===== src/common/mem_pkg.sv =====
package mem_pkg;

  // the AXI-Lite side is byte addressed
  localparam int AXIL_ADDR_W = 12;
  localparam int DATA_W      = 32;
  localparam int STRB_W      = DATA_W / 8;

  // byte offset bits dropped to form a word address
  localparam int WORD_LSB    = 2;
  localparam int WORD_ADDR_W = AXIL_ADDR_W - WORD_LSB;

  // one read or one write issued toward the banks
  typedef struct packed {
    logic [WORD_ADDR_W-1:0] addr;
    logic                   wr_en;
    logic [DATA_W-1:0]      wr_data;
    logic [STRB_W-1:0]      wr_strb;
  } sram_cmd_t;

  // read data coming back from a bank or the merger
  typedef struct packed {
    logic [DATA_W-1:0] data;
  } sram_rd_t;

endpackage


===== src/source/resp_merge.sv =====
module resp_merge import mem_pkg::*; #(
  parameter  int NUM_BANKS = 4,
  localparam int BANK_W    = $clog2(NUM_BANKS)
) (
  input  logic                           clk,
  input  logic                           rst_n,

  input  logic                           i_rd_issue,
  input  logic [BANK_W-1:0]              i_rd_bank,

  input  logic [NUM_BANKS-1:0]           i_bank_valid,
  input  sram_rd_t [NUM_BANKS-1:0]       i_bank_rd,

  output logic                           o_rd_valid,
  output sram_rd_t                       o_rd,
  input  logic                           i_rd_ready,

  output logic                           o_space
);

  logic              fly_valid;
  logic [BANK_W-1:0] fly_bank;
  sram_rd_t          fifo_mem [2];
  logic              wr_ptr;
  logic              rd_ptr;
  logic [1:0]        fifo_cnt;
  logic [1:0]        occ;
  logic              push;
  logic              pop;

  // data of the read in flight lands in the FIFO
  assign push = fly_valid && i_bank_valid[fly_bank];
  assign pop  = o_rd_valid && i_rd_ready;

  assign o_rd_valid = (fifo_cnt != 2'd0);
  assign o_rd       = fifo_mem[rd_ptr];

  // in-flight plus buffered reads never exceed two
  assign o_space = (occ < 2'd2);

  always_ff @(posedge clk) begin
    if (!rst_n) begin
      fly_valid <= 1'b0;
      wr_ptr    <= 1'b0;
      rd_ptr    <= 1'b0;
      fifo_cnt  <= 2'd0;
      occ       <= 2'd0;
    end else begin
      fly_valid <= i_rd_issue;
      wr_ptr    <= wr_ptr ^ push;
      rd_ptr    <= rd_ptr ^ pop;
      fifo_cnt  <= fifo_cnt + {1'b0, push} - {1'b0, pop};
      occ       <= occ + {1'b0, i_rd_issue} - {1'b0, pop};
    end
  end

  always_ff @(posedge clk) begin
    if (i_rd_issue) begin
      fly_bank <= i_rd_bank;
    end
    if (push) begin
      fifo_mem[wr_ptr] <= i_bank_rd[fly_bank];
    end
  end

endmodule


===== config.mk =====
export PLATFORM = sky130hd
export DESIGN_NAME = resp_merge
export DESIGN_NICKNAME = d
export VERILOG_FILES = /design/src/common/mem_pkg.sv /design/src/source/resp_merge.sv
export SDC_FILE = /design/constraint.sdc
export NUM_CORES = 1
export LEC_CHECK = 0
export ABC_AREA = 1
export BUFFER_PORTS_ARGS = -buffer_cell sky130_fd_sc_hd__buf_2
export CAP_MARGIN = 20
export CORE_ASPECT_RATIO = 1.2
export CORE_UTILIZATION = 30
export DETAILED_ROUTE_END_ITERATION = 8
export HOLD_SLACK_MARGIN = 0.03
export REMOVE_ABC_BUFFERS = 1
export SYNTH_ARGS = -nofsm -noshare
export SYNTH_HDL_FRONTEND = slang
export SYNTH_SLANG_ARGS = --single-unit

===== constraint.sdc =====
create_clock -name clk -period 4.7 [get_ports clk]
set_input_delay 0.47 -clock clk [delete_from_list [all_inputs] [get_ports clk]]
set_output_delay 0.47 -clock clk [all_outputs]
set_load 0.005 [all_outputs]

# --- Word-level counts from Yosys, hierarchy flattened ---
# Memories as Yosys holds them, arrays and structs flattened. A register that Yosys moved wholly into a read port is not among the register bits.
# Cells that the tools add are included.
# W data, S select, Z words.
op_classes:
  addsub: 4
  reduce_logical: 3
  muxes: 7
  n_bitwise: 2
  magnitude_cmp: 2
ops:
  columns: ["operator", "n"]
  rows:
  - ["$bmux W32 S2", 1]
  - ["$mux W32", 1]
  - ["$add A2 B1 Y2", 2]
  - ["$mux W1", 4]
  - ["$sub A2 B1 Y2", 2]
  - ["$lt A2 B3 Y1 const B", 1]
  - ["$bmux W1 S2", 1]
  - ["$logic_and A1 B1 Y1", 2]
  - ["$lt A2 B2 Y1 const B", 1]
  - ["$reduce_bool A2 Y1", 1]
  - ["$xor A1 B1 Y1", 2]
totals:
  reg_bits: 9
  n_memories: 1
  ram_bits: 64
  inputBits: 138
mem_list:
  columns: ["memory", "words", "width", "read_ports", "rd_clocked_by_memory_dff", "wr", "line", "text"]
  rows:
  - ["fifo_mem", 2, 32, 1, 1, 1, "resp_merge.sv:23", "sram_rd_t fifo_mem [2];"]

# --- Longest topological paths before layout ---
logic_depth:
  ltp_word: 5
  ltp_mapped: 14

# --- Least setup slack after synthesis ---
# No wires, ideal clock.
synth_path:
  kind: "register to register"
  from: "register fly_bank[0]"
  to: "memory fifo_mem[1][0] in the netlist's numbering (enable)"
  setup_slack_ns: 2.403
  path_buffers: 2
  arrival_time_ns: 1.905
  path_stages_with_launch: 7
  cell_sequence: "edfxtp_1 > buf_4 > buf_6 > nand2_1 > nand3_1 > a21oi_1 > ha_1"
synth_via:
  elab_chain_len: 5
synth_lines:
  columns: ["item", "line", "text"]
  rows:
  - ["start: declaration", "resp_merge.sv:22", "logic [BANK_W-1:0] fly_bank;"]
  - ["start signal: assignment", "resp_merge.sv:59", "fly_bank <= i_rd_bank;"]
  - ["$bmux W1 S2", "resp_merge.sv:32", "assign push = fly_valid && i_bank_valid[fly_bank];"]
  - ["$mux W1 (not written as such)", "resp_merge.sv:32", null]
  - ["$logic_and A1 B1 Y1", "resp_merge.sv:32", null]
  - ["$mux W1", "resp_merge.sv:61", "if (push) begin"]
  - ["$mux W1 (not written as such)", "resp_merge.sv:62", "fifo_mem[wr_ptr] <= i_bank_rd[fly_bank];"]
  - ["end: declaration", "resp_merge.sv:23", null]
# No other way between the ends. The select of a mux whose other input is x is not followed.

# --- Worst setup path after layout ---
layout_path:
  from: "register fly_bank[0]"
  to: "memory fifo_mem[1][24] in the netlist's numbering (enable)"
# The elaborated chain is that of the path after synthesis.

==> flow_summary.ini <==
[outcome]
outcome = finished clean

[critical_path]
cp-end-kind = flip-flop
cp-start-kind = flip-flop
r2r_setup_slack_ns = 1.48
cp_slowest_cell = edfxtp_1
cp.required_ns = 4.64
path_max_fanout = 33
crit_arrival_ns = 3.16
slowest_delay_ns = 1.00
reg2reg_from = fly_bank[0]$_DFFE_PP_
worstReg2RegEnd = fifo_mem[1][24]$_DFFE_PP_
worstSetupPathType = reg -> reg
crit_family = flip-flops
path_cells = inv_2 > nand2_1 > nand3_1 > a21oi_1 > ha_2
worst-path-stages = 5
crit_buf_inv = 1
worstRegToRegCells = 5
startpoint = fly_bank[0]$_DFFE_PP_

[cells_and_area]
finish.utilization_pct = 41.6
final_layout_size_suffix_gt1_share_pct = 35.7
finalNetCount = 685
design_area_um2 = 5060
layout.cells.non_filler = 707
diodes = 0
areaGrowthSynthToFinish_pct = 34.0

[route]
drtPass1Iterations = 4
dr.first_iter.drc_count = 142
vias = 3189
vias_per_cell = 4.51
wl_per_cell_um = 11.9
routed_wl_mm = 8.43
drt.antenna.violating_nets = 0
drc = 0

[clock_network]
clk_pin_slew_ns = 0.05
insertion_delay_ns = 0.32
cts_tree = done
clk_path_buf_depth = 2
cts_resized = 0
cts_made_buffers = 9
cts_max_level = 3
cts_sinks = 74
postCtsHoldBufs = 0
post-cts-setup-buffer-count = 0
cts_root_buf = clkbuf_16

[grt]
antenna_found_initial = 0
grt_use_total_pct = 13.6
grt_pass1_wl_mm = 14.1
grt_max_degree = 67
overflow = 0
grt_pass1_vias = 3134

[min_path]
hold_start = i_rd_bank[1]
hold_path.class = in -> reg
holdPathEnd = fly_bank[1]$_DFFE_PP_
holdPathStages = 1

[die]
coreArea_um2 = 12200
dieHeight_um = 125
dieArea_um2 = 13100
ios = 172
core.rowCount = 44
die_w_um = 104
start_util_pct = 31.1

[pwr]
p_seq_share_pct = 41.4
swShare_pct = 25.1
power_density_nw_per_um2 = 397
p_leak_nw = 2.15
pwr-share-clk_pct = 37.6
power.switching_uw = 505
p_int_mw = 1.50
ir_drop_mv = 0.194
total_power_mw = 2.01
comb_power_share_pct = 21.0

[run]
maxCapViolations = 0

[timing]
setup_slack_ns = 1.48
setup_viol = 0
min_period_ns = 3.22
tightest_slew_ns = 0.994
slew_violations = 0
period_share_pct = 68.6
rsz0062_at_grt = false
whs_ns = 0.324
max_freq_mhz = 310
skew_ns = 0.00771
final_hold_viol_count = 0
tns_ns = 0
relSlewSlack_pct = 33.7

[placement]
place_ws_ns = 1.20
portBuffers = 171
dp_cells = 690
dpl_cell_area_um2 = 4700
routabilityCongestion = 0.720
place.detailed.hpwl_mm = 6.02

[synth]
synth.avg_cell_area_um2 = 9.89
synth_cells = 382
synth-seq-area-share_pct = 56.7
yosysUniqueCellTypes = 18
synth-seq-cells = 74
synth_warnings = 0
synthesis.area_um2 = 3780
cell usage in the layout (no fill, tap or decap):
cell type / synthesis / layout
buf_16: 0 / 1
buf_2: 13 / 171
a21oi_1: 3 / 3
o21ai_1: 91 / 91
mux2_2: 2 / 2
dfxtp_1: 8 / 7
o21ai_0: 5 / 5
buf_4: 8 / 1
clkinv_2: 0 / 3
o21a_1: 1 / 1
bufinv_16: 0 / 3
inv_2: 1 / 2
mux2_1: 30 / 30
dfxtp_2: 0 / 1
nand2_1: 17 / 17
nor2_1: 102 / 102
clkbuf_1: 3 / 1
nand3_1: 5 / 5
ha_1: 6 / 4
edfxtp_1: 66 / 66
ha_2: 0 / 2
clkbuf_16: 0 / 9
inv_1: 20 / 19
area by class of cell:
type,count,area (µm²)
multi-input combinational,262,1420
inverter,21,78.8
fill,1206,7100
sequential,74,2140
tap,161,201
clock inverter,6,105
timing repair buffer,173,891
clock buffer,10,229
routing by layer:
metal / vias up / global-route usage [%] / share of wire [%] / wire length, µm
met1: 1437 / 15.4 / 41 / 3440
met2: 105 / 24.5 / 51 / 4280
met3: 7 / 4.12 / 7.4 / 625
met5: - / 0 / 0 / 0
li1: 1640 / - / - / -
met4: 0 / 3.78 / 0.95 / 80
synthesized netlist by cell type:
cell type | instances | share of area, %
nand2_1 | 17 | 1.7
nor2_1 | 102 | 10
mux2_2 | 2 | 0.60
inv_1 | 20 | 2.0
mux2_1 | 30 | 8.9
dfxtp_1 | 8 | 4.2
a21oi_1 | 3 | 0.40
buf_2 | 13 | 1.7
clkbuf_1 | 3 | 0.30
edfxtp_1 | 66 | 52
o21ai_1 | 91 | 12
buf_4 | 8 | 1.6
buf_6 | 1 | 0.30
o21ai_0 | 5 | 0.66
nand3_1 | 5 | 0.66
o21a_1 | 1 | 0.20
ha_1 | 6 | 2.0
inv_2 | 1 | 0.099
worst register-to-register path, stage by stage, from the launching register on:
cell      delay, ns
edfxtp_1       1.00
inv_2          0.52
nand2_1        0.17
nand3_1        0.10
a21oi_1        0.26
ha_2           0.78
power groups by stage:
| stage | logic [mW] | registers, mW | clock network (mW) |
|---|---|---|---|
| 5_1_grt | 0.483 | 0.846 | 0.800 |
| 2_1_floorplan | 0.243 | 0.834 | 0 |
| 4_1_cts | 0.429 | 0.837 | 0.775 |
| 6_report | 0.422 | 0.833 | 0.755 |
| 3_3_place_gp | 0.406 | 0.846 | 0 |
| 3_5_place_dp | 0.426 | 0.850 | 0 |
worst max path at each step:
stage,end,slack [ns]
final,fifo_mem[1][24]$_DFFE_PP_,1.48
after global routing,fifo_mem[1][24]$_DFFE_PP_,1.13
after CTS,fifo_mem[1][15]$_DFFE_PP_,1.18
after detailed placement,fifo_mem[1][15]$_DFFE_PP_,1.20
after global placement,fifo_mem[1][24]$_DFFE_PP_,1.42
after floorplan,fifo_mem[1][0]$_DFFE_PP_,0.94
cell families after synthesis:
group / share of synthesized area (%)
simple gates: 12.5
buf+inv: 5.99
compound gates: 13.3
fa+ha+maj: 1.99
flops: 56.7
mux: 9.54
flip-flops by register name (all words and copies together) (netlist names), named ones only:
register   count
rd_ptr         1
wr_ptr         1
fifo_mem      64
fifo_cnt       2
occ            2
fly_valid      1
fly_bank       2
Note: power is estimated with default switching activity, not from simulation.
