$ cat src/common/mem_pkg.sv
package mem_pkg;

  // the AXI-Lite side is byte addressed
  localparam int AXIL_ADDR_W = 12;
  localparam int DATA_W      = 32;
  localparam int STRB_W      = DATA_W / 8;

  // byte offset bits dropped to form a word address
  localparam int WORD_LSB    = 2;
  localparam int WORD_ADDR_W = AXIL_ADDR_W - WORD_LSB;

  // one read or one write issued toward the banks
  typedef struct packed {
    logic [WORD_ADDR_W-1:0] addr;
    logic                   wr_en;
    logic [DATA_W-1:0]      wr_data;
    logic [STRB_W-1:0]      wr_strb;
  } sram_cmd_t;

  // read data coming back from a bank or the merger
  typedef struct packed {
    logic [DATA_W-1:0] data;
  } sram_rd_t;

endpackage

$ cat src/source/skid_buf.sv
module skid_buf #(
  parameter int WIDTH = 8
) (
  input  logic             clk,
  input  logic             rst_n,

  input  logic             i_valid,
  input  logic [WIDTH-1:0] i_data,
  output logic             o_ready,

  output logic             o_valid,
  output logic [WIDTH-1:0] o_data,
  input  logic             i_ready
);

  logic             skid_valid;
  logic [WIDTH-1:0] skid_data;
  logic             push;
  logic             out_free;

  // ready depends only on the skid flop, never on i_ready
  assign o_ready  = !skid_valid;
  assign push     = i_valid && o_ready;
  assign out_free = !o_valid || i_ready;

  always_ff @(posedge clk) begin
    if (!rst_n) begin
      o_valid    <= 1'b0;
      skid_valid <= 1'b0;
    end else if (out_free) begin
      // skid entry drains first, push cannot happen while it is full
      o_valid    <= skid_valid || push;
      skid_valid <= 1'b0;
    end else if (push) begin
      skid_valid <= 1'b1;
    end
  end

  always_ff @(posedge clk) begin
    if (out_free) begin
      o_data <= skid_valid ? skid_data : i_data;
    end
    if (push && !out_free) begin
      skid_data <= i_data;
    end
  end

endmodule

$ cat src/axil_sram_if/axil_sram_if.sv
module axil_sram_if import mem_pkg::*; (
  input  logic                   clk,
  input  logic                   rst_n,

  // AXI-Lite subordinate
  input  logic [AXIL_ADDR_W-1:0] i_awaddr,
  input  logic                   i_awvalid,
  output logic                   o_awready,
  input  logic [DATA_W-1:0]      i_wdata,
  input  logic [STRB_W-1:0]      i_wstrb,
  input  logic                   i_wvalid,
  output logic                   o_wready,
  output logic [1:0]             o_bresp,
  output logic                   o_bvalid,
  input  logic                   i_bready,
  input  logic [AXIL_ADDR_W-1:0] i_araddr,
  input  logic                   i_arvalid,
  output logic                   o_arready,
  output logic [DATA_W-1:0]      o_rdata,
  output logic [1:0]             o_rresp,
  output logic                   o_rvalid,
  input  logic                   i_rready,

  // command toward the banks
  output logic                   o_cmd_valid,
  output sram_cmd_t              o_cmd,
  input  logic                   i_cmd_ready,

  // read data from the merger
  input  logic                   i_rd_valid,
  input  sram_rd_t               i_rd,
  output logic                   o_rd_ready
);

  typedef struct packed {
    logic [STRB_W-1:0] strb;
    logic [DATA_W-1:0] data;
  } w_beat_t;

  logic                   ar_valid;
  logic [WORD_ADDR_W-1:0] ar_addr;
  logic                   aw_valid;
  logic [WORD_ADDR_W-1:0] aw_addr;
  logic                   w_valid;
  w_beat_t                w_in;
  w_beat_t                w_beat;

  logic                   pri_rd;
  logic                   rd_ok;
  logic                   wr_ok;
  logic                   rd_start;
  logic                   wr_start;
  logic                   cmd_free;
  logic                   wr_fire;
  logic                   b_fire;
  logic [1:0]             bcnt;

  skid_buf #(
    .WIDTH(WORD_ADDR_W)
  ) skid_ar_i (
    .clk    (clk),
    .rst_n  (rst_n),
    .i_valid(i_arvalid),
    .i_data (i_araddr[AXIL_ADDR_W-1:WORD_LSB]),
    .o_ready(o_arready),
    .o_valid(ar_valid),
    .o_data (ar_addr),
    .i_ready(rd_start)
  );

  skid_buf #(
    .WIDTH(WORD_ADDR_W)
  ) skid_aw_i (
    .clk    (clk),
    .rst_n  (rst_n),
    .i_valid(i_awvalid),
    .i_data (i_awaddr[AXIL_ADDR_W-1:WORD_LSB]),
    .o_ready(o_awready),
    .o_valid(aw_valid),
    .o_data (aw_addr),
    .i_ready(wr_start)
  );

  // strobes travel with their data
  assign w_in = '{strb: i_wstrb, data: i_wdata};

  skid_buf #(
    .WIDTH($bits(w_beat_t))
  ) skid_w_i (
    .clk    (clk),
    .rst_n  (rst_n),
    .i_valid(i_wvalid),
    .i_data (w_in),
    .o_ready(o_wready),
    .o_valid(w_valid),
    .o_data (w_beat),
    .i_ready(wr_start)
  );

  // read data is already buffered in the merger
  assign o_rdata    = i_rd.data;
  assign o_rvalid   = i_rd_valid;
  assign o_rd_ready = i_rready;
  assign o_rresp    = 2'b00;

  // write responses owed to the manager
  assign wr_fire  = o_cmd_valid && i_cmd_ready && o_cmd.wr_en;
  assign b_fire   = o_bvalid && i_bready;
  assign o_bvalid = (bcnt != 2'd0);
  assign o_bresp  = 2'b00;

  always_ff @(posedge clk) begin
    if (!rst_n) begin
      bcnt <= 2'd0;
    end else if (wr_fire && !b_fire) begin
      bcnt <= bcnt + 2'd1;
    end else if (b_fire && !wr_fire) begin
      bcnt <= bcnt - 2'd1;
    end
  end

  // alternate priority between reads and writes
  assign cmd_free = !o_cmd_valid || i_cmd_ready;
  assign rd_ok    = ar_valid;
  assign wr_ok    = aw_valid && w_valid && (bcnt < 2'd2);

  always_comb begin
    rd_start = 1'b0;
    wr_start = 1'b0;
    if (cmd_free) begin
      if (rd_ok && (pri_rd || !wr_ok)) begin
        rd_start = 1'b1;
      end else if (wr_ok) begin
        wr_start = 1'b1;
      end
    end
  end

  always_ff @(posedge clk) begin
    if (!rst_n) begin
      o_cmd_valid <= 1'b0;
      pri_rd      <= 1'b0;
    end else begin
      if (cmd_free) begin
        o_cmd_valid <= rd_start || wr_start;
      end
      if (rd_start) begin
        pri_rd <= 1'b0;
      end else if (wr_start) begin
        pri_rd <= 1'b1;
      end
    end
  end

  // command payload
  always_ff @(posedge clk) begin
    if (rd_start) begin
      o_cmd.addr    <= ar_addr;
      o_cmd.wr_en   <= 1'b0;
      o_cmd.wr_strb <= '0;
    end else if (wr_start) begin
      o_cmd.addr    <= aw_addr;
      o_cmd.wr_en   <= 1'b1;
      o_cmd.wr_data <= w_beat.data;
      o_cmd.wr_strb <= w_beat.strb;
    end
  end

endmodule

$ cat config.mk
export PLATFORM = sky130hd
export DESIGN_NAME = axil_sram_if
export DESIGN_NICKNAME = d
export VERILOG_FILES = /design/src/common/mem_pkg.sv /design/src/source/skid_buf.sv /design/src/axil_sram_if/axil_sram_if.sv
export SDC_FILE = /design/constraint.sdc
export NUM_CORES = 1
export LEC_CHECK = 0
export ABC_AREA = 1
export ABC_CLOCK_PERIOD_IN_PS = 4000
export BUFFER_PORTS_ARGS = -buffer_cell sky130_fd_sc_hd__buf_2
export CORE_MARGIN = 2
export CORE_UTILIZATION = 51
export CTS_CLUSTER_SIZE = 25
export DETAILED_ROUTE_END_ITERATION = 10
export PLACE_DENSITY = 0.86
export SETUP_SLACK_MARGIN = 0.15
export SLEW_MARGIN = 0
export SYNTH_ARGS = -nofsm -noshare
export SYNTH_HDL_FRONTEND = slang
export SYNTH_SLANG_ARGS = --single-unit
export TNS_END_PERCENT = 20
$ cat constraint.sdc
create_clock -name clk -period 4 [get_ports clk]
set_input_delay 0.6 -clock clk [delete_from_list [all_inputs] [get_ports clk]]
set_output_delay 0.6 -clock clk [all_outputs]
set_load 0.05 [all_outputs]
# --- After elaboration in Yosys (flattened, before gate mapping) ---
# Cells that the tools add are included.
totals:
  register_bits: 169
  elab_cells: 80
  input_bits: 101
  output_inout_bits: 90
op_classes:
  addsub: 2
  n_bitwise: 2
  reduce_logical: 44
  mux: 12
  magnitude_cmp: 1
ops:
  columns: ["operator", "n"]
  rows:
  - ["2-to-1 mux 47 bit", 1]
  - ["2-to-1 mux 36 bit", 1]
  - ["2-to-1 mux 10 bit", 2]
  - ["logical AND 1 bit", 14]
  - ["logical NOT 1 bit", 13]
  - ["2-to-1 mux 11 bit", 1]
  - ["logical OR 1 bit", 9]
  - ["OR reduction 2 bit", 4]
  - ["nonzero test 2 bit", 3]
  - ["2-to-1 mux 1 bit", 5]
  - ["2-to-1 mux 2 bit", 2]
  - ["adder 2 x 1 -> 2 bit, second input constant", 1]
  - ["< comparator 2 bit, second input constant", 1]
  - ["NOT 1 bit", 2]
  - ["AND reduction 2 bit", 1]
  - ["subtractor 2 x 1 -> 2 bit, second input constant", 1]

# --- Longest topological paths before layout ---
# Gate-level depths: netlist of run 1.
logic_depth:
  word_depth: 10
  mapped_depth: 9
  depth_no_buf: 9

# --- By module ---
# From an unflattened synthesis of run 1, not the netlist that was laid out.
hier_totals:
  hier_cells: 504
  hier_area_um2: 6490.0
modules_own_cells:
  columns: ["module", "seq_area_each_um2", "instances", "cells_each", "area_per_inst_um2"]
  rows:
  - ["skid_buf at skid_w_i", 2202.1, 1, 200, 2717.6]
  - ["axil_sram_if", 1441.4, 1, 176, 2148.3]
  - ["skid_buf at skid_ar_i ...", 640.6, 2, 64, 812.0]

# --- Worst setup path after synthesis of run 1 ---
# No wires, ideal clock.
synth_path:
  kind: "register to register"
  start: "reg o_cmd_valid"
  end: "reg skid_w_i.skid_data[0], enable pin"
  path_stages_with_launch: 6
  period_less_slack_ns: 3.630
  setup_ns: 0.429
  n_path_buf: 1
  t_required_ns: 3.571
  slack_ns: 0.370
  arrival_ns: 3.201
  path_cell_list: "dfxtp_1 > nand2_1 > o211ai_2 > buf_6 > nand2_2 > nor2_1"
synth_between:
  elab_chain_len: 6
synth_rtl:
  columns: ["item", "line", "source"]
  rows:
  - ["from (decl)", "axil_sram_if.sv:25", "output logic o_cmd_valid,"]
  - ["from (signal assigned)", "axil_sram_if.sv:145", "o_cmd_valid <= rd_start || wr_start;"]
  - ["logical NOT 1 bit", "axil_sram_if.sv:123", "assign cmd_free = !o_cmd_valid || i_cmd_ready;"]
  - ["logical OR 1 bit", "axil_sram_if.sv:123", null]
  - ["2-to-1 mux 1 bit", "axil_sram_if.sv:130", "if (cmd_free) begin"]
  - ["logical OR 1 bit", "skid_buf.sv:24", "assign out_free = !o_valid || i_ready;"]
  - ["net skid_w_i.out_free", "skid_buf.sv:19", "logic out_free;"]
  - ["logical NOT 1 bit", "skid_buf.sv:43", "if (push && !out_free) begin"]
  - ["logical AND 1 bit", "skid_buf.sv:43", null]
  - ["to (signal assigned)", "skid_buf.sv:44", "skid_data <= i_data;"]
  - ["to (decl)", "skid_buf.sv:17", "logic [WIDTH-1:0] skid_data;"]
# The timed path passes the listed nets, and every way through them passes these cells.
# A chain may end at the register's enable or synchronous reset.

# --- Worst setup path after layout of run 1 ---
layout_path:
  start: "reg skid_ar_i.o_valid"
  end: "reg o_cmd[38] in the netlist's numbering, data pin"
layout_between:
  elab_chain_len: 4
layout_rtl:
  columns: ["item", "line", "source"]
  rows:
  - ["from (decl)", "skid_buf.sv:11", "output logic o_valid,"]
  - ["from (signal assigned)", "skid_buf.sv:32", "o_valid <= skid_valid || push;"]
  - ["logical AND 1 bit", "axil_sram_if.sv:131", "if (rd_ok && (pri_rd || !wr_ok)) begin"]
  - ["2-to-1 mux 1 bit", "axil_sram_if.sv:131", null]
  - ["2-to-1 mux 1 bit", "axil_sram_if.sv:130", null]
  - ["2-to-1 mux 11 bit", "axil_sram_if.sv:157", "if (rd_start) begin"]
  - ["to (decl)", "axil_sram_if.sv:26", "output sram_cmd_t o_cmd,"]
# Every way passes these cells.

==> out/qor.csv, run 1 <==
stage;metric;value;unit
clock_tree;postCtsSetupBuffers;0;
clock_tree;clock-root-buffer;clkbuf_16;
timing;setup_ws;1076;ps
clock_tree;ctsResizeCount;0;
route;first_iter_violations;263;
critical_path;arrival;3090;ps
cells_and_area;stdcell_count;770;
power_and_ir_drop;power;4.590;mW
timing;maxSlewViolCount;0;
critical_path;crit_end;o_cmd[38]$_DFFE_PP_;
clock_tree;cts.sinks;169;
place;place_ws;832.2;ps
die;chipHeight;116.2;µm
grt;grt_overflow;0;
power_and_ir_drop;irDropWorstVdd;384.8;µV
yosys;synthTopCellsByCount;223 x nand2_1, 154 x edfxtp_1, 38 x buf_4, 17 x inv_1, 15 x dfxtp_1;
grt;antenna_found_initial;0;
yosys;async_flop_share;0;
grt;grt_busiest_layer;met2;
route;num_vias;3733;
die;dieArea;0.01350;mm²
grt;grt_pass1_vias;3838;
power_and_ir_drop;cellPowerDensity;612.5;mW/mm²
place;hpwl;7855;µm
route;ant_nets;0;
yosys;syn_avg_cell_area;12.76;µm²
timing;rsz0062_at_grt;false;
grt;grtUsageMet2;0.3010;
clock_tree;clk-insertion-delay-late;420;ps
yosys;yosys_warnings;0;
grt;grtUsageTotal;0.1828;
route;drc;0;
yosys;netlist_area;0.006420;mm²
timing;finClkSkew;8.680;ps
yosys;synth-edff-count;154;
critical_path;cp-start-kind;flip-flop;
min_path;hp-start;i_wdata[25];
clock_tree;cts_buffers;17;
yosys;ys_seq_area_frac;0.7671;
timing;fin_crit;2924;ps
critical_path;worstSetupEndpointType;flip-flop;
critical_path;regToRegEndpoint;o_cmd[38]$_DFFE_PP_;
cells_and_area;antenna_cells;0;
yosys;yosys-top-cells-area;edfxtp_1 72%, nand2_1 13%, dfxtp_1 4.7%;
cells_and_area;syn2layout_area_growth;16.72;%
yosys;synth_top_cell_area_share;0.7203;
die;rows;40;
grt;use_met3;0.08978;
grt;grt_pass1_wl;18100;µm
yosys;yosys_register_bits;169;
die;pin_count;191;
clock_tree;clock_path_buffers;2;
place;gp_congestion;0.7921;
min_path;hold_path.class;in2reg;
timing;setup_viol;0;
timing;clock.fmax;342.1;MHz
clock_tree;cts_hold_buf;0;
die;core;0.01216;mm²
place;port_buffers;114;
timing;fin_tns_setup;0;ps
place;place_area;0.006874;mm²
place;placed_cells;738;
route;wl;11680;µm
clock_tree;cts_max_level;4;
critical_path;criticalPathCategory;reg2reg;
min_path;worstHoldPathCells;1;
status;status;complete, no violations;
yosys;yosysUniqueCellTypes;22;
timing;finalCritPeriodShare;0.7309;
clock_tree;cts_tree;yes;
route;dr.pass1.iters;4;
critical_path;worstRegToRegCells;6;
timing;final_hold_viol_count;0;
yosys;synth_top_area_cell;edfxtp_1;
critical_path;crit_start;skid_ar_i.o_valid$_SDFFE_PN0P_;
cells_and_area;fin_nets;691;
timing;tightest_slew;1045;ps
cells_and_area;fin_area;0.007493;mm²
die;die_w;116.2;µm
critical_path;required;4170;ps
timing;slew_headroom;0.2990;
run;cap_violations;0;
grt;grt_max_degree;39;
yosys;synthCells;503;
power_and_ir_drop;p_leak;3.164;nW
yosys;synth_ff_type;edfxtp_1;
die;start_util;0.5279;
grt;grt.met1_usage;0.2046;
cells_and_area;layout-drive-gt1-share;0.2625;
critical_path;r2r-start;skid_ar_i.o_valid$_SDFFE_PN0P_;
route;post_drt_wl_per_cell;15.17;µm
yosys;yosysMostFrequentCell;nand2_1;
critical_path;path_max_fanout;29;
critical_path;r2r_setup_slack;1080;ps
route;routed_via_density;4.848;
clock_tree;path_clk_slew;70;ps
## area by class of cell
| cell class | count | area (µm²) |
|---|---|---|
| Clock buffer | 17 | 425.4 |
| Clock inverter | 15 | 193.9 |
| Fill cell | 876 | 4668 |
| Inverter | 18 | 67.56 |
| Multi-Input combinational cell | 265 | 1071 |
| Sequential cell | 169 | 4925 |
| Tap cell | 168 | 210.2 |
| Timing Repair Buffer | 118 | 600.6 |
## metal layers
| layer | share of wire | up-vias | wire (µm) |
|---|---|---|---|
| met1 | 0.38 | 1756 | 4398 |
| met3 | 0.098 | 18 | 1148 |
| met5 | 0 | - | 0 |
| li1 | - | 1798 | - |
| met4 | 0.020 | 0 | 235 |
| met2 | 0.50 | 161 | 5897 |
## how the worst min path moves through the flow
| stage | slack, ps | endpoint |
|---|---|---|
| floorplan | 400 | o_cmd[10]$_DFFE_PP_ |
| global placement | 400 | o_cmd[12]$_DFFE_PP_ |
| detailed placement | 400 | o_cmd[19]$_DFFE_PP_ |
| CTS | 350 | skid_w_i.skid_data[28]$_DFFE_PP_ |
| global route | 350 | skid_w_i.skid_data[23]$_DFFE_PP_ |
| finish | 370 | skid_w_i.skid_data[25]$_DFFE_PP_ |
## flip-flops by register name (all words and copies together) (netlist names)
register,cells
o_cmd,47
skid_w_i.o_data,36
skid_w_i.skid_data,36
skid_ar_i.o_data,10
skid_ar_i.skid_data,10
skid_aw_i.o_data,10
skid_aw_i.skid_data,10
bcnt,2
o_cmd_valid,1
pri_rd,1
skid_ar_i.o_valid,1
skid_ar_i.skid_valid,1
skid_aw_i.o_valid,1
skid_aw_i.skid_valid,1
skid_w_i.o_valid,1
skid_w_i.skid_valid,1
## kinds of logic after synthesis
logic type	share of synthesized area
simple gates	0.1524
buf+inv	0.06899
other cells	0.0005841
compound gates	0.008964
flops	0.7671
fa+ha+maj	0.001949
## per-stage QoR
step                utilization  hold WS (ps)
floorplan                     -         400.3
global route             0.6162         345.8
finish                   0.6162         369.0
detailed placement       0.5652         404.5
global placement         0.5652         400.6
CTS                      0.6162         351.0
## worst max-delay path, stage by stage, from the launching register on
cell,delay [ps]
dfxtp_1,440
inv_1,80
o211ai_2,490
clkinv_1,990
buf_4,530
nand2_1,90
nand2_1,50
## placed cells by master (no fill, tap or decap), types with 2 or more instances in the layout
cell type   count
buf_2         114
buf_4           4
nor2_4          2
o21ai_0         7
edfxtp_1      154
clkinv_1        5
nand3_1         4
dfxtp_1        15
clkbuf_16      17
nor2_2          3
nor2_1         12
nand2_2         4
bufinv_16       4
inv_6           5
clkinvlp_4      2
nand2_1       223
inv_1          16
a21oi_1         2
conb_1          4
## power breakdown
part	internal (mW)	switching, mW
Combinational	0.133	0.501
Clock	1.05	0.655
Sequential	2.19	0.0695
No activity file was read; power rests on OpenSTA's default activity.
==> inputs of run 2 (changes only) <==
- ABC_CLOCK_PERIOD_IN_PS: 4000 -> 2700
- clock period: 4 -> 2.7 ns (I/O delays scaled with it)
==> run 2 against run 1 <==
First-iteration DRC count shrank 18%. Sequential share of layout area grew 0.49 points. Worst hold slack worse by 190 ps. Critical path depth fell by 1. Wire length is 5.5% higher. Clock power rose by 27%. Clock-buffer cell count is 4 higher. Largest power group unchanged. Critical endpoint is now skid_aw_i.skid_data[4]$_DFFE_PP_. Via count rose by 2.6%.
==> out/qor.csv, run 2 (synthesized netlist as in run 1, its figures left out) <==
stage;metric;value;unit
route;wl;12330;µm
power_and_ir_drop;cellPowerDensity;868.7;mW/mm²
cells_and_area;final_cell_mix;223 x nand2_1, 154 x edfxtp_1, 114 x buf_2;
grt;grtUsageTotal;0.1890;
cells_and_area;regMostFlops;o_cmd;
place;hpwl;8294;µm
clock_tree;clk-insertion-delay-late;420;ps
power_and_ir_drop;p_leak;3.146;nW
critical_path;arrival;2180;ps
critical_path;r2r_setup_slack;640;ps
clock_tree;cts_tree;yes;
place;gp_congestion;0.8514;
route;first_iter_violations;215;
run;cap_violations;0;
grt;antenna_found_initial;2;
timing;setup_viol;0;
route;drc;0;
timing;maxSlewViolCount;0;
grt;grt_overflow;0;
timing;rsz0062_at_grt;false;
timing;final_hold_viol_count;0;
cells_and_area;final_util;0.6116;
critical_path;criticalPathCategory;reg2reg;
grt;grt_max_degree;38;
clock_tree;clock_path_buffers;2;
clock_tree;postCtsSetupBuffers;0;
die;rows;40;
place;placed_cells;743;
min_path;hold_path.class;in2reg;
timing;setup_ws;643.4;ps
die;chipHeight;116.2;µm
die;dieArea;0.01350;mm²
cells_and_area;layout-drive-gt1-share;0.2591;
timing;clock.fmax;486.2;MHz
cells_and_area;largest_reg_flops;47;
cells_and_area;layout_commonest_cell;nand2_1;
place;port_buffers;114;
timing;fin_crit;2057;ps
cells_and_area;syn2layout_area_growth;15.86;%
die;core;0.01216;mm²
clock_tree;cts_hold_buf;0;
route;post_drt_wl_per_cell;15.90;µm
cells_and_area;fillCellCount;924;
critical_path;cp-start-kind;flip-flop;
place;place_ws;621.4;ps
cells_and_area;stdcell_count;775;
timing;slew_headroom;0.5934;
route;ant_nets;0;
timing;tightest_slew;608.1;ps
die;start_util;0.5279;
grt;grt_pass1_vias;3795;
die;pin_count;191;
route;routed_via_density;4.941;
critical_path;required;2820;ps
clock_tree;ctsResizeCount;0;
cells_and_area;fin_nets;696;
clock_tree;cts_max_level;4;
clock_tree;cts_buffers;17;
critical_path;path_max_fanout;13;
die;die_w;116.2;µm
power_and_ir_drop;power;6.462;mW
clock_tree;path_clk_slew;60;ps
clock_tree;cts.sinks;169;
grt;grt_pass1_wl;18570;µm
timing;finalCritPeriodShare;0.7617;
route;num_vias;3829;
min_path;worstHoldPathCells;1;
timing;fin_tns_setup;0;ps
cells_and_area;top_regs;o_cmd (47), skid_w_i.o_data (36), skid_w_i.skid_data (36);
status;status;complete, no violations;
timing;finClkSkew;12.05;ps
clock_tree;clock-root-buffer;clkbuf_16;
route;dr.pass1.iters;7;
critical_path;worstRegToRegCells;5;
critical_path;worstSetupEndpointType;flip-flop;
power_and_ir_drop;irDropWorstVdd;424.2;µV
[run 2: cell types whose count changed in the layout (fill, tap and decap cells not counted)]
cell,delta
clkinv_2,+1
buf_4,+5
clkinv_4,+1
clkinv_1,+1
bufinv_16,-3
inv_6,-4
clkbuf_1,+4
nand2_2,-1
nand2_4,+1
diode_2,+1
clkinvlp_4,-1
[run 2: where the power goes]
part           total (mW)  internal (mW)  switching [mW]
Combinational       0.959          0.207           0.752
Clock                2.16           1.25           0.913
Sequential           3.34           3.24           0.105
[run 2: worst paths after layout]
path                                                      from                               end
worst max-delay path            skid_ar_i.o_valid$_SDFFE_PN0P_  skid_aw_i.skid_data[4]$_DFFE_PP_
worst min-delay path                               i_wdata[22]  skid_w_i.skid_data[22]$_DFFE_PP_
worst max register to register  skid_ar_i.o_valid$_SDFFE_PN0P_  skid_aw_i.skid_data[4]$_DFFE_PP_
worst min register to register   skid_w_i.o_data[17]$_DFFE_PP_               o_cmd[21]$_DFFE_PP_
[run 2: final cells by class]
type / count / area, µm² / area share
Antenna cell: 1 / 2.502 / 0.0003364
Clock buffer: 21 / 440.4 / 0.05921
Clock inverter: 10 / 78.83 / 0.01060
Inverter: 18 / 67.56 / 0.009083
Multi-Input combinational cell: 265 / 1076 / 0.1447
Sequential cell: 169 / 4925 / 0.6621
Tap cell: 168 / 210.2 / 0.02826
Timing Repair Buffer: 123 / 638.1 / 0.08579
[run 2: stage by stage]
step	hold WS, ps	instance area, µm²
6_report	175.8	7438
5_1_grt	155.3	7436
4_1_cts	150.4	7436
3_5_place_dp	406.3	6917
3_3_place_gp	400.7	6917
2_1_floorplan	400.3	6444
[run 2: critical path: stages (launching register included)]
cell and delay (ps):
dfxtp_1 400, inv_1 70, o211ai_2 520, nand2_2 330, nor2_1 230, buf_4 200
[run 2: per-layer routing]
metal / wire length, µm / track usage / share of wire / vias up
met2: 6216 / 0.3092 / 0.50 / 162
met4: 318 / 0.08968 / 0.026 / 2
li1: - / - / - / 1812
met1: 4681 / 0.2154 / 0.38 / 1825
met5: 7 / 0 / 0.00057 / -
met3: 1103 / 0.08199 / 0.089 / 28
